### src/tpu_load_pkg.sv
package tpu_load_pkg;

	// Memory beat and address widths.
	localparam int DATA_W = 64;
	localparam int ADDR_W = 32;
	localparam int NBURST_W = 25;

	// Geometry of a burst that is always read whole.
	localparam int BURST_BEATS = 16;
	localparam int BEAT_BYTES = 8;
	localparam int BURST_BYTES = BURST_BEATS * BEAT_BYTES;
	localparam int BURST_SHIFT = $clog2(BURST_BYTES);

	// Power-of-two chunk size in bursts.
	localparam int UNIT_BURSTS = 4;

	// Buffer destinations.
	localparam int N_CONV_UNIT = 8;
	localparam int CU_SEL_W = 3;

	typedef enum logic {
		REGION_WEIGHT,
		REGION_FEATURE
	} region_t;

	typedef struct packed {
		logic [ADDR_W-1:0]   base;
		logic [NBURST_W-1:0] n_bursts;
	} region_desc_t;

	// Weights first, then the feature map.
	typedef struct packed {
		region_desc_t wei;
		region_desc_t ftm;
	} layer_desc_t;

	typedef struct packed {
		logic                valid;
		region_t             region;
		logic [ADDR_W-1:0]   addr;
		logic [NBURST_W-1:0] n_bursts;
	} read_cmd_t;

	typedef struct packed {
		logic              valid;
		region_t           region;
		logic [DATA_W-1:0] data;
	} buf_beat_t;

	typedef struct packed {
		logic [N_CONV_UNIT-1:0] wb_we;
		logic [N_CONV_UNIT-1:0] fb_we;
		logic [DATA_W-1:0]      data;
	} buf_wr_t;

endpackage

### src/region_walker.sv
`timescale 1ns/1ps

module region_walker (
	input  logic                                 aclk,
	input  logic                                 aresetn,
	input  logic                                 init_i,
	input  tpu_load_pkg::region_desc_t           desc_i,
	input  logic                                 advance_i,
	output logic [tpu_load_pkg::ADDR_W-1:0]      addr_o,
	output logic [tpu_load_pkg::NBURST_W-1:0]    n_bursts_o,
	output logic                                 done_o
);
	import tpu_load_pkg::*;

	logic [ADDR_W-1:0]   addr_r;
	logic [NBURST_W-1:0] chunk_r;
	logic [NBURST_W-1:0] rema_r;

	// Bursts still to be split into chunks.
	logic [NBURST_W-1:0] src_bursts;
	logic                src_big;

	assign src_bursts = init_i ? desc_i.n_bursts : rema_r;
	assign src_big    = (src_bursts > NBURST_W'(UNIT_BURSTS));

	always_ff @(posedge aclk) begin
		if (!aresetn) begin
			addr_r  <= '0;
			chunk_r <= '0;
			rema_r  <= '0;
		end else if (init_i || advance_i) begin
			// Take at most one unit of bursts per chunk.
			if (src_big) begin
				chunk_r <= NBURST_W'(UNIT_BURSTS);
				rema_r  <= src_bursts - NBURST_W'(UNIT_BURSTS);
			end else begin
				chunk_r <= src_bursts;
				rema_r  <= '0;
			end

			if (init_i) begin
				addr_r <= desc_i.base;
			end else begin
				// Skip past the chunk just read.
				addr_r <= addr_r + (ADDR_W'(chunk_r) << BURST_SHIFT);
			end
		end
	end

	assign addr_o     = addr_r;
	assign n_bursts_o = chunk_r;
	assign done_o     = (rema_r == '0);

endmodule

### src/load_sequencer.sv
`timescale 1ns/1ps

module load_sequencer (
	input  logic                      aclk,
	input  logic                      aresetn,
	input  tpu_load_pkg::layer_desc_t desc_i,
	input  logic                      desc_valid_i,
	output logic                      desc_ready_o,
	input  logic                      rd_done_i,
	output tpu_load_pkg::read_cmd_t   cmd_o,
	output logic                      layer_start_o
);
	import tpu_load_pkg::*;

	typedef enum logic [2:0] {
		IDLE_ST,
		WEI_INIT_ST,
		WEI_LOAD_ST,
		WEI_NEXT_ST,
		FTM_INIT_ST,
		FTM_LOAD_ST,
		FTM_NEXT_ST
	} state_t;

	state_t      state;
	layer_desc_t desc_r;
	logic        issued_r;
	logic        load_st;

	logic [ADDR_W-1:0]   wei_addr;
	logic [NBURST_W-1:0] wei_n_bursts;
	logic                wei_done;
	logic [ADDR_W-1:0]   ftm_addr;
	logic [NBURST_W-1:0] ftm_n_bursts;
	logic                ftm_done;

	region_walker wei_walker_i (
		.aclk       (aclk),
		.aresetn    (aresetn),
		.init_i     (state == WEI_INIT_ST),
		.desc_i     (desc_r.wei),
		.advance_i  (state == WEI_NEXT_ST),
		.addr_o     (wei_addr),
		.n_bursts_o (wei_n_bursts),
		.done_o     (wei_done)
	);

	region_walker ftm_walker_i (
		.aclk       (aclk),
		.aresetn    (aresetn),
		.init_i     (state == FTM_INIT_ST),
		.desc_i     (desc_r.ftm),
		.advance_i  (state == FTM_NEXT_ST),
		.addr_o     (ftm_addr),
		.n_bursts_o (ftm_n_bursts),
		.done_o     (ftm_done)
	);

	assign desc_ready_o = (state == IDLE_ST);
	assign load_st      = (state == WEI_LOAD_ST) || (state == FTM_LOAD_ST);

	always_ff @(posedge aclk) begin
		if (desc_valid_i && desc_ready_o) begin
			desc_r <= desc_i;
		end
	end

	always_ff @(posedge aclk) begin
		if (!aresetn) begin
			state    <= IDLE_ST;
			issued_r <= 1'b0;
		end else begin
			// One command per visit to a load state.
			issued_r <= load_st;
			case (state)
				IDLE_ST:
					if (desc_valid_i) begin
						state <= WEI_INIT_ST;
					end
				WEI_INIT_ST: state <= WEI_LOAD_ST;
				WEI_LOAD_ST:
					if (rd_done_i) begin
						state <= wei_done ? FTM_INIT_ST : WEI_NEXT_ST;
					end
				WEI_NEXT_ST: state <= WEI_LOAD_ST;
				FTM_INIT_ST: state <= FTM_LOAD_ST;
				FTM_LOAD_ST:
					if (rd_done_i) begin
						state <= ftm_done ? IDLE_ST : FTM_NEXT_ST;
					end
				FTM_NEXT_ST: state <= FTM_LOAD_ST;
				default:     state <= IDLE_ST;
			endcase
		end
	end

	// Command comes straight from the walker of the current region.
	assign cmd_o.valid    = load_st && !issued_r;
	assign cmd_o.region   = (state == WEI_LOAD_ST) ? REGION_WEIGHT : REGION_FEATURE;
	assign cmd_o.addr     = (state == WEI_LOAD_ST) ? wei_addr : ftm_addr;
	assign cmd_o.n_bursts = (state == WEI_LOAD_ST) ? wei_n_bursts : ftm_n_bursts;

	// Pulses the cycle after a descriptor is taken.
	assign layer_start_o = (state == WEI_INIT_ST);

endmodule

### src/burst_reader.sv
`timescale 1ns/1ps

module burst_reader (
	input  logic                              aclk,
	input  logic                              aresetn,
	input  tpu_load_pkg::read_cmd_t           cmd_i,
	output logic                              mem_req_o,
	output logic [tpu_load_pkg::ADDR_W-1:0]   mem_addr_o,
	input  logic                              mem_rvalid_i,
	input  logic [tpu_load_pkg::DATA_W-1:0]   mem_rdata_i,
	input  logic                              mem_rlast_i,
	output tpu_load_pkg::buf_beat_t           beat_o,
	output logic                              rd_done_o
);
	import tpu_load_pkg::*;

	logic                req_r;
	logic                done_r;
	logic [NBURST_W-1:0] rema_r;
	logic [ADDR_W-1:0]   addr_r;
	region_t             region_r;
	logic                burst_end;

	assign burst_end = mem_rvalid_i && mem_rlast_i;

	always_ff @(posedge aclk) begin
		if (!aresetn) begin
			req_r  <= 1'b0;
			done_r <= 1'b0;
			rema_r <= '0;
		end else begin
			req_r  <= 1'b0;
			done_r <= 1'b0;
			if (cmd_i.valid) begin
				req_r  <= 1'b1;
				rema_r <= cmd_i.n_bursts;
			end else if (burst_end) begin
				// Either the chunk is over or the next burst goes out.
				if (rema_r == NBURST_W'(1)) begin
					done_r <= 1'b1;
				end else begin
					req_r <= 1'b1;
				end
				rema_r <= rema_r - NBURST_W'(1);
			end
		end
	end

	always_ff @(posedge aclk) begin
		if (cmd_i.valid) begin
			addr_r   <= cmd_i.addr;
			region_r <= cmd_i.region;
		end else if (burst_end) begin
			addr_r <= addr_r + ADDR_W'(BURST_BYTES);
		end
	end

	assign mem_req_o  = req_r;
	assign mem_addr_o = addr_r;
	assign rd_done_o  = done_r;

	// Beats carry the region of the chunk in flight.
	assign beat_o.valid  = mem_rvalid_i;
	assign beat_o.region = region_r;
	assign beat_o.data   = mem_rdata_i;

endmodule

### src/buffer_distributor.sv
`timescale 1ns/1ps

module buffer_distributor (
	input  logic                    aclk,
	input  logic                    aresetn,
	input  logic                    layer_start_i,
	input  tpu_load_pkg::buf_beat_t beat_i,
	output tpu_load_pkg::buf_wr_t   buf_wr_o
);
	import tpu_load_pkg::*;

	logic [CU_SEL_W-1:0]    wei_sel_r;
	logic [CU_SEL_W-1:0]    ftm_sel_r;
	logic [N_CONV_UNIT-1:0] wb_we_r;
	logic [N_CONV_UNIT-1:0] fb_we_r;
	logic [DATA_W-1:0]      data_r;

	// Round robin over the conv units.
	function automatic logic [CU_SEL_W-1:0] next_sel(input logic [CU_SEL_W-1:0] sel);
		if (sel == CU_SEL_W'(N_CONV_UNIT - 1)) begin
			return '0;
		end
		return sel + CU_SEL_W'(1);
	endfunction

	always_ff @(posedge aclk) begin
		if (!aresetn) begin
			wei_sel_r <= '0;
			ftm_sel_r <= '0;
			wb_we_r   <= '0;
			fb_we_r   <= '0;
		end else begin
			wb_we_r <= '0;
			fb_we_r <= '0;
			if (layer_start_i) begin
				wei_sel_r <= '0;
				ftm_sel_r <= '0;
			end else if (beat_i.valid) begin
				if (beat_i.region == REGION_WEIGHT) begin
					wb_we_r[wei_sel_r] <= 1'b1;
					wei_sel_r          <= next_sel(wei_sel_r);
				end else begin
					fb_we_r[ftm_sel_r] <= 1'b1;
					ftm_sel_r          <= next_sel(ftm_sel_r);
				end
			end
		end
	end

	always_ff @(posedge aclk) begin
		if (beat_i.valid) begin
			data_r <= beat_i.data;
		end
	end

	assign buf_wr_o.wb_we = wb_we_r;
	assign buf_wr_o.fb_we = fb_we_r;
	assign buf_wr_o.data  = data_r;

endmodule

### src/tpu_load_top.sv
`timescale 1ns/1ps

module tpu_load_top (
	input  logic                              aclk,
	input  logic                              aresetn,
	input  tpu_load_pkg::layer_desc_t         desc_i,
	input  logic                              desc_valid_i,
	output logic                              desc_ready_o,
	output logic                              mem_req_o,
	output logic [tpu_load_pkg::ADDR_W-1:0]   mem_addr_o,
	input  logic                              mem_rvalid_i,
	input  logic [tpu_load_pkg::DATA_W-1:0]   mem_rdata_i,
	input  logic                              mem_rlast_i,
	output tpu_load_pkg::buf_wr_t             buf_wr_o
);
	import tpu_load_pkg::*;

	read_cmd_t cmd;
	buf_beat_t beat;
	logic      rd_done;
	logic      layer_start;

	load_sequencer load_sequencer_i (
		.aclk          (aclk),
		.aresetn       (aresetn),
		.desc_i        (desc_i),
		.desc_valid_i  (desc_valid_i),
		.desc_ready_o  (desc_ready_o),
		.rd_done_i     (rd_done),
		.cmd_o         (cmd),
		.layer_start_o (layer_start)
	);

	burst_reader burst_reader_i (
		.aclk         (aclk),
		.aresetn      (aresetn),
		.cmd_i        (cmd),
		.mem_req_o    (mem_req_o),
		.mem_addr_o   (mem_addr_o),
		.mem_rvalid_i (mem_rvalid_i),
		.mem_rdata_i  (mem_rdata_i),
		.mem_rlast_i  (mem_rlast_i),
		.beat_o       (beat),
		.rd_done_o    (rd_done)
	);

	buffer_distributor buffer_distributor_i (
		.aclk          (aclk),
		.aresetn       (aresetn),
		.layer_start_i (layer_start),
		.beat_i        (beat),
		.buf_wr_o      (buf_wr_o)
	);

endmodule

### config.mk
export PLATFORM = sky130hd
export DESIGN_NAME = tpu_load_top
export DESIGN_NICKNAME = d
export VERILOG_FILES = /design/src/tpu_load_pkg.sv /design/src/region_walker.sv /design/src/load_sequencer.sv /design/src/burst_reader.sv /design/src/buffer_distributor.sv /design/src/tpu_load_top.sv
export SDC_FILE = /design/constraint.sdc
export NUM_CORES = 1
export LEC_CHECK = 0
export ABC_AREA = 1
export BUFFER_PORTS_ARGS = -buffer_cell sky130_fd_sc_hd__buf_2
export CELL_PAD_IN_SITES_DETAIL_PLACEMENT = 2
export CELL_PAD_IN_SITES_GLOBAL_PLACEMENT = 2
export CORE_MARGIN = 2
export CORE_UTILIZATION = 34
export CTS_CLUSTER_DIAMETER = 40
export DETAILED_ROUTE_END_ITERATION = 8
export GPL_TIMING_DRIVEN = 0
export PLACE_DENSITY_LB_ADDON = 0.05
export SLEW_MARGIN = 10
export SYNTH_ARGS = -nofsm -noshare
export SYNTH_HDL_FRONTEND = slang
export SYNTH_SLANG_ARGS = --single-unit
### constraint.sdc
create_clock -name aclk -period 9.1 [get_ports aclk]
set_input_delay 1.82 -clock aclk [delete_from_list [all_inputs] [get_ports aclk]]
set_output_delay 1.82 -clock aclk [all_outputs]
set_load 0.01 [all_outputs]
==> results of run 1 <==
layer usage:
metal / vias up / wire length, um / track usage
met5: - / 13 / 0
met4: 2 / 3320 / 0.0987
met3: 175 / 3960 / 0.0493
met2: 502 / 46900 / 0.501
met1: 10468 / 39600 / 0.337
li1: 9988 / - / -
report_power, final:
group / leakage, nW / internal, mW / switching [mW]
logic: 6.85 / 1.02 / 2.48
registers: 3.78 / 2.45 / 0.308
clock network: 1.49 / 2.21 / 1.17
total: 12.1 / 5.68 / 3.95
stage by stage:
stage / instance area (um^2) / instances / power (mW)
4_1_cts: 27600 / 4077 / 9.69
3_3_place_gp: 24400 / 3912 / 6.11
2_1_floorplan: 21800 / 2771 / 4.91
5_1_grt: 27600 / 4078 / 10.2
3_5_place_dp: 24500 / 3916 / 6.24
6_report: 27600 / 4078 / 9.63
cell usage after synthesis (all sizes together) (26+ instances only):
cell type / n
nand2: 862
nor2: 311
inv: 260
dfxtp: 217
edfxtp: 211
a21oi: 181
o21ai: 158
nand3: 135
clkbuf: 59
ha: 55
nor3: 46
buf: 45
a31oi: 37
nand4: 30
o211ai: 26
layout by cell type (no fill, tap or decap), types with 8 or more instances in the layout:
cell type,synthesis,final
o21ai_0,146,146
bufinv_16,0,13
nand2_1,838,838
nand3b_1,15,15
xor2_1,22,22
nor3_1,46,46
o21ai_1,11,11
o211ai_1,26,26
clkbuf_1,59,65
ha_1,55,55
clkinv_2,0,8
clkinvlp_4,0,9
a21oi_1,171,171
clkinv_4,0,9
a31oi_1,37,37
edfxtp_1,211,211
buf_6,12,12
a21o_1,9,9
dfxtp_1,217,217
clkbuf_16,0,89
nor2_2,17,17
or2_2,10,10
xnor2_1,21,21
nor2_1,289,288
nand2_2,21,21
nand3_1,130,130
a21oi_2,10,10
nor4_1,9,9
inv_1,246,246
nand4_1,30,30
buf_2,16,310
inv_6,1,13
buf_1,10,10
inv_2,13,13
o21bai_1,22,22
worst reg2reg max path, delay by kind of cell (launching register included):
family          cells  cell delay, ns
compound gates      1            0.22
flops               1            0.42
simple gates        4            1.11
buf+inv             3            1.45
how the worst max path moves through the flow:
| stage | cells after the start | slack [ns] | startpoint | end |
|---|---|---|---|---|
| floorplan | 2 | 1.94 | desc_valid_i | load_sequencer_i.desc_r[0]$_DFFE_PP_ |
| global placement | 3 | -0.21 | desc_valid_i | load_sequencer_i.desc_r[55]$_DFFE_PP_ |
| detailed placement | 6 | 4.89 | mem_rvalid_i | burst_reader_i.rema_r[5]$_SDFFE_PN0P_ |
| CTS | 5 | 5.08 | load_sequencer_i.state[0]$_SDFFE_PN0P_ | desc_ready_o |
| global route | 5 | 5.01 | load_sequencer_i.state[0]$_SDFFE_PN0P_ | desc_ready_o |
| finish | 5 | 5.12 | load_sequencer_i.state[0]$_SDFFE_PN0P_ | desc_ready_o |
cell families after synthesis:
logic type | share of synthesized area
AO/OA/AOI/OAI | 0.117
XOR/XNOR | 0.0172
adder cells (fa/ha/maj) | 0.0333
buffers and inverters | 0.0698
flip-flops | 0.489
multiplexers | 0.000458
AND/OR/NAND/NOR | 0.273
final cells by class:
| cell class | count | area share |
|---|---|---|
| Timing Repair Buffer | 299 | 0.0568 |
| Buffer | 105 | 0.0197 |
| Clock inverter | 62 | 0.0283 |
| Antenna cell | 1 | 0.0000908 |
| Tap cell | 846 | 0.0384 |
| Multi-Input combinational cell | 1978 | 0.350 |
| Inverter | 260 | 0.0356 |
| Clock buffer | 99 | 0.0836 |
| Sequential cell | 428 | 0.388 |
sequential cells by signal, indices dropped and copies added, names as in the netlist, 3 cells and up:
register                                  cells
buffer_distributor_i.fb_we_r                  8
load_sequencer_i.ftm_walker_i.rema_r         25
load_sequencer_i.wei_walker_i.rema_r         25
load_sequencer_i.ftm_walker_i.addr_o         32
buffer_distributor_i.wei_sel_r                3
load_sequencer_i.state                        3
buffer_distributor_i.ftm_sel_r                3
burst_reader_i.mem_addr_o                    32
load_sequencer_i.wei_walker_i.n_bursts_o     25
buffer_distributor_i.wb_we_r                  8
load_sequencer_i.desc_r                     114
load_sequencer_i.wei_walker_i.addr_o         32
load_sequencer_i.ftm_walker_i.n_bursts_o     25
burst_reader_i.rema_r                        25
buffer_distributor_i.data_r                  64
==> flow_summary.ini, run 1 <==
[run_status]
outcome = complete, no violations

[logic_synthesis]
yosys.area.top_type = edfxtp_1
synth_edf_count = 211
ys.flop_type = dfxtp_1
syn-cell-area_mm2 = 0.0218
synth-seq-cells = 428
synthDistinctLibCells = 52
synth_area_leaders = edfxtp_1 29%, dfxtp_1 20%, nand2_1 14%
synth_seq_area_share = 0.489
synth_top_area_share = 0.290
ys_async_sr_fraction = 0
yosysWarnings = 0
syn-num-nets = 3011
syn_avg_cell_area_um2 = 7.88
synthCells = 2771

[worst_setup_path]
r2r_cells = 8
worstPathArrival_ns = 2.16
r2r-start = load_sequencer_i.state[0]$_SDFFE_PN0P_
path_class = register to primary output
r2r_end = burst_reader_i.mem_addr_o[11]$_DFFE_PP_
cp-end-kind = primary output
cpMostUsedCell = buf_2
cp_max_fo = 10
ff2ff_setup_slack_ns = 5.57
cp-start-kind = register
path_cells = nor2_4, buf_2, nand2_1, inv_1, buf_2
critPathMaxStageDelay_ns = 0.42
slowest_stage = dfxtp_1
path_delay_family = buffers and inverters
worstPathRequired_ns = 7.28
cp_num_buf_inv = 3

[finish]
area_growth_pct = 26.2
drive_gt1_frac = 0.177
multi_input_area_mm2 = 0.00964
fillers = 7291
fin_nets = 3398
register_area_mm2 = 0.0107
final_util = 0.435

[sta]
hold-worst-slack_ns = 0.474
slew_headroom = 0.160
final.min_clock_period_ns = 3.98
maxSlewViolCount = 0
min_period_over_period = 0.437
worst_pin_slew_ns = 1.26
setup_viol = 0
max_freq_ghz = 0.251
worst_slack_ns = 5.12
fin_skew_ns = 0.0175
hold_violations = 0
rsz0062_at_grt = no
setup-tns-final_ns = 0

[drt]
via_per_inst = 5.18
totalWireLength_mm = 93.7
postRouteAntennaNets = 0
num_vias = 21135
drtIter0Drc = 1132
dr.pass1.iters = 5
wl_per_cell_um = 23.0
drc_errors = 0

[global_route]
grt_first_pass_wirelength_mm = 142
gr-total-overflow = 0
antenna_found_initial = 2
grt_max_degree = 69
grt_pass1_vias = 23440
gr-usage-all-layers = 0.281

[floorplanning]
initial_core_util = 0.345
io_pins = 297
num_rows = 92
die-area_mm2 = 0.0663
core_area_mm2 = 0.0633
die_y_um = 257
chipWidth_um = 257

[clock_tree]
cts_root_buf = clkbuf_16
clock-sinks = 428
postCtsSetupBuffers = 0
cts-resized-gates = 0
path_clk_slew_ns = 0.05
cts_buffer_depth = 3
htreeDepth = 3
ctsHoldBuffers = 0
cts_tree = yes
numCtsBuffers = 86
clk_latency_ns = 0.63

[placed_design]
dp_hpwl_mm = 72.4
portBuffers = 295
globalplace.congestion = 0.917
post-place-ws_ns = 4.89

[flow_run]
drv_cap = 0

[power]
leakage_nw = 12.1
p_per_area_mw_per_mm2 = 349
vdd_drop_max_mv = 0.176

[worst_hold_path]
worstHoldStart = load_sequencer_i.wei_walker_i.addr_o[6]$_SDFFE_PN0P_
min_path_type = register to register
min_path_cells = 2
hold_end = load_sequencer_i.wei_walker_i.addr_o[6]$_SDFFE_PN0P_
(Power assumes the default switching activity.)
==> run 2: changes to the inputs <==
--- a/config.mk
+++ b/config.mk
@@ -5,12 +5,12 @@
 export SDC_FILE = /design/constraint.sdc
 export NUM_CORES = 1
 export LEC_CHECK = 0
-export ABC_AREA = 1
+export ABC_AREA = 0
 export BUFFER_PORTS_ARGS = -buffer_cell sky130_fd_sc_hd__buf_2
 export CELL_PAD_IN_SITES_DETAIL_PLACEMENT = 2
 export CELL_PAD_IN_SITES_GLOBAL_PLACEMENT = 2
 export CORE_MARGIN = 2
-export CORE_UTILIZATION = 34
+export CORE_UTILIZATION = 33
 export CTS_CLUSTER_DIAMETER = 40
 export DETAILED_ROUTE_END_ITERATION = 8
 export GPL_TIMING_DRIVEN = 0
==> constraint.sdc (replaced) <==
create_clock -name aclk -period 3.4 [get_ports aclk]
set_input_delay 0.68 -clock aclk [delete_from_list [all_inputs] [get_ports aclk]]
set_output_delay 0.68 -clock aclk [all_outputs]
set_load 0.01 [all_outputs]
==> run 2 against run 1 <==
Final area down 5.6%. Die area down 5.8%. First-iteration DRC count down 34%. Register-to-register slack worse by 5.5 ns. Sequential share of layout area up 2.3 points. Clock skew up 0.0065 ns. Sequential cell count unchanged. Non-clock buffer count up 8. Worst setup slack worse by 5.0 ns. Count of clock-buffer cells in the layout up 11. Combinational power down 17%. Final cell count down 20%.
==> flow_summary.ini, run 2 <==
[worst_setup_path]
path_class = register to primary output
cp-start-kind = register
cp-end-kind = primary output
cp-startpoint = load_sequencer_i.state[1]$_SDFFE_PN0P_
cp_num_buf_inv = 4
critPathMaxStageDelay_ns = 0.53
path_cells = buf_6, clkbuf_1, clkdlybuf4s15_2, nor3_4, buf_2
slowest_stage = clkdlybuf4s15_2
ff2ff_setup_slack_ns = 0.10
endpoint = desc_ready_o
cp_max_fo = 10
worstPathArrival_ns = 2.62
path_delay_family = buffers and inverters
worstPathRequired_ns = 2.72
r2r_end = load_sequencer_i.ftm_walker_i.rema_r[11]$_SDFFE_PN0P_
cp.depth = 5
r2r_cells = 11
r2r-start = load_sequencer_i.state[1]$_SDFFE_PN0P_

[floorplanning]
initial_core_util = 0.332
chipWidth_um = 250
die-area_mm2 = 0.0624
num_rows = 90
core_area_mm2 = 0.0600
die_y_um = 250
io_pins = 297

[placed_design]
portBuffers = 296
dp_cells = 3089
dp_hpwl_mm = 58.6
globalplace.congestion = 0.838
placed_cell_area_mm2 = 0.0225
post-place-ws_ns = -1.09

[global_route]
antenna_found_initial = 5
gr-usage-all-layers = 0.253
gr-total-overflow = 0
grt_first_pass_wirelength_mm = 120
grt_pass1_vias = 19455
grt_max_degree = 66

[logic_synthesis]
synth_top_area_share = 0.318
ys.flop_type = dfxtp_1
netlist_top_cells_count = 291 x nand2_1, 217 x dfxtp_1, 211 x edfxtp_1
synth_edf_count = 211
syn-cell-area_mm2 = 0.0199
synthDistinctLibCells = 81
yosysMostFrequentCell = nand2_1
synth_area_leaders = edfxtp_1 32%, dfxtp_1 22%, nand2_1 5.5%
synthCells = 2009
syn-num-nets = 2249
yosysWarnings = 0
syn_avg_cell_area_um2 = 9.93
synth-seq-cells = 428
ys_async_sr_fraction = 0
yosys.area.top_type = edfxtp_1
synth_seq_area_share = 0.536

[clock_tree]
clk_latency_ns = 0.63
numCtsBuffers = 92
cts_buffer_depth = 3
path_clk_slew_ns = 0.05
clock-sinks = 428
htreeDepth = 3
cts_root_buf = clkbuf_16
ctsHoldBuffers = 0
cts_tree = yes

[sta]
slew_headroom = 0.243
fin_skew_ns = 0.0240
max_freq_ghz = 0.303
maxSlewViolCount = 0
worst_slack_ns = 0.102
setup_viol = 0
min_period_over_period = 0.970
worst_pin_slew_ns = 1.14
hold_violations = 0
hold-worst-slack_ns = 0.226
setup-tns-final_ns = 0
rsz0062_at_grt = no
final.min_clock_period_ns = 3.30

[worst_hold_path]
min_path_type = input port to register

[finish]
largest_reg_flops = 114
final_cell_area_mm2 = 0.0260
final_cell_mix = 298 x buf_2, 290 x nand2_1, 217 x dfxtp_1, 211 x edfxtp_1, 187 x nor2_1
layout_commonest_cell = buf_2
drive_gt1_frac = 0.213
fin_nets = 2647
final_util = 0.434
reg_top3 = load_sequencer_i.desc_r x114, buffer_distributor_i.data_r x64
regMostFlops = load_sequencer_i.desc_r
fin_cells = 3270
area_growth_pct = 30.5

[drt]
drtIter0Drc = 750
num_vias = 17546
wl_per_cell_um = 24.6
totalWireLength_mm = 80.6
dr.pass1.iters = 5
via_per_inst = 5.37
postRouteAntennaNets = 0
drc_errors = 0

[run_status]
outcome = complete, no violations

[flow_run]
drv_cap = 0

[power]
leakage_nw = 10.2
vdd_drop_max_mv = 0.493
p_per_area_mw_per_mm2 = 719
power.total_mw = 18.7
-- run 2: cells by family (layout without fill, tap and decap cells) --
family | after synthesis | count (layout) | share of synthesized area
flops | 428 | 428 | 0.536
simple gates | 787 | 788 | 0.184
xor+xnor | 115 | 115 | 0.0505
mux | 44 | 44 | 0.0223
buf+inv | 137 | 611 | 0.0267
other cells | 0 | 4 | 0
fa+ha+maj | 57 | 57 | 0.0365
compound gates | 441 | 441 | 0.144
-- run 2: worst min-delay path by stage --
stage | startpoint | endpoint | slack (ns) | cells after the start
floorplan | load_sequencer_i.ftm_walker_i.rema_r[18]$_SDFFE_PN0P_ | load_sequencer_i.ftm_walker_i.rema_r[18]$_SDFFE_PN0P_ | 0.43 | 2
global placement | load_sequencer_i.wei_walker_i.addr_o[1]$_SDFFE_PN0P_ | load_sequencer_i.wei_walker_i.addr_o[1]$_SDFFE_PN0P_ | 0.44 | 2
detailed placement | load_sequencer_i.wei_walker_i.addr_o[6]$_SDFFE_PN0P_ | load_sequencer_i.wei_walker_i.addr_o[6]$_SDFFE_PN0P_ | 0.45 | 2
CTS | desc_i[2] | load_sequencer_i.desc_r[2]$_DFFE_PP_ | 0.19 | 1
global route | desc_i[3] | load_sequencer_i.desc_r[3]$_DFFE_PP_ | 0.19 | 1
finish | desc_i[20] | load_sequencer_i.desc_r[20]$_DFFE_PP_ | 0.23 | 1
-- run 2: cell type report --
type	count	area (um^2)
well taps	782	978
plain buffers	109	480
diodes	4	10.0
fillers	6357	34000
flip-flops and latches	428	10700
multi-input cells	1445	8890
inverters	28	106
clock buffers	110	2450
repair buffers	303	1580
clock inverters	61	842
-- run 2: metal layers --
metal	wire (um)	vias up	track usage
met4	2350	0	0.0854
met3	2630	152	0.0402
li1	-	8158	-
met5	0	-	0
met2	40500	334	0.447
met1	35100	8902	0.312
-- run 2: what timing repair did --
item | in CTS | in global routing
resized for setup | 40 | 19
cloned | 1 | 0
buffers inserted | 2 | 3
pin swaps | 2 | 1
endpoints found under the hold margin | 0 | 0
setup endpoints to repair | 206 | 77
-- run 2: power breakdown --
| part | total (mW) | switching, mW | internal [mW] |
|---|---|---|---|
| Clock | 9.56 | 3.11 | 6.45 |
| Combinational | 2.89 | 1.89 | 1.00 |
| Sequential | 6.26 | 0.360 | 5.90 |
-- run 2: worst reg2reg max path, stage by stage (launching register included) --
cell and delay, ns:
dfxtp_1 0.30, buf_6 0.14, or3b_1 0.36, buf_2 0.21, or4_4 0.50, o22ai_4 0.19
nor3b_2 0.21, nand3_2 0.15, o41a_4 0.53, clkbuf_4 0.22, a31o_1 0.23, o2bb2ai_1 0.12
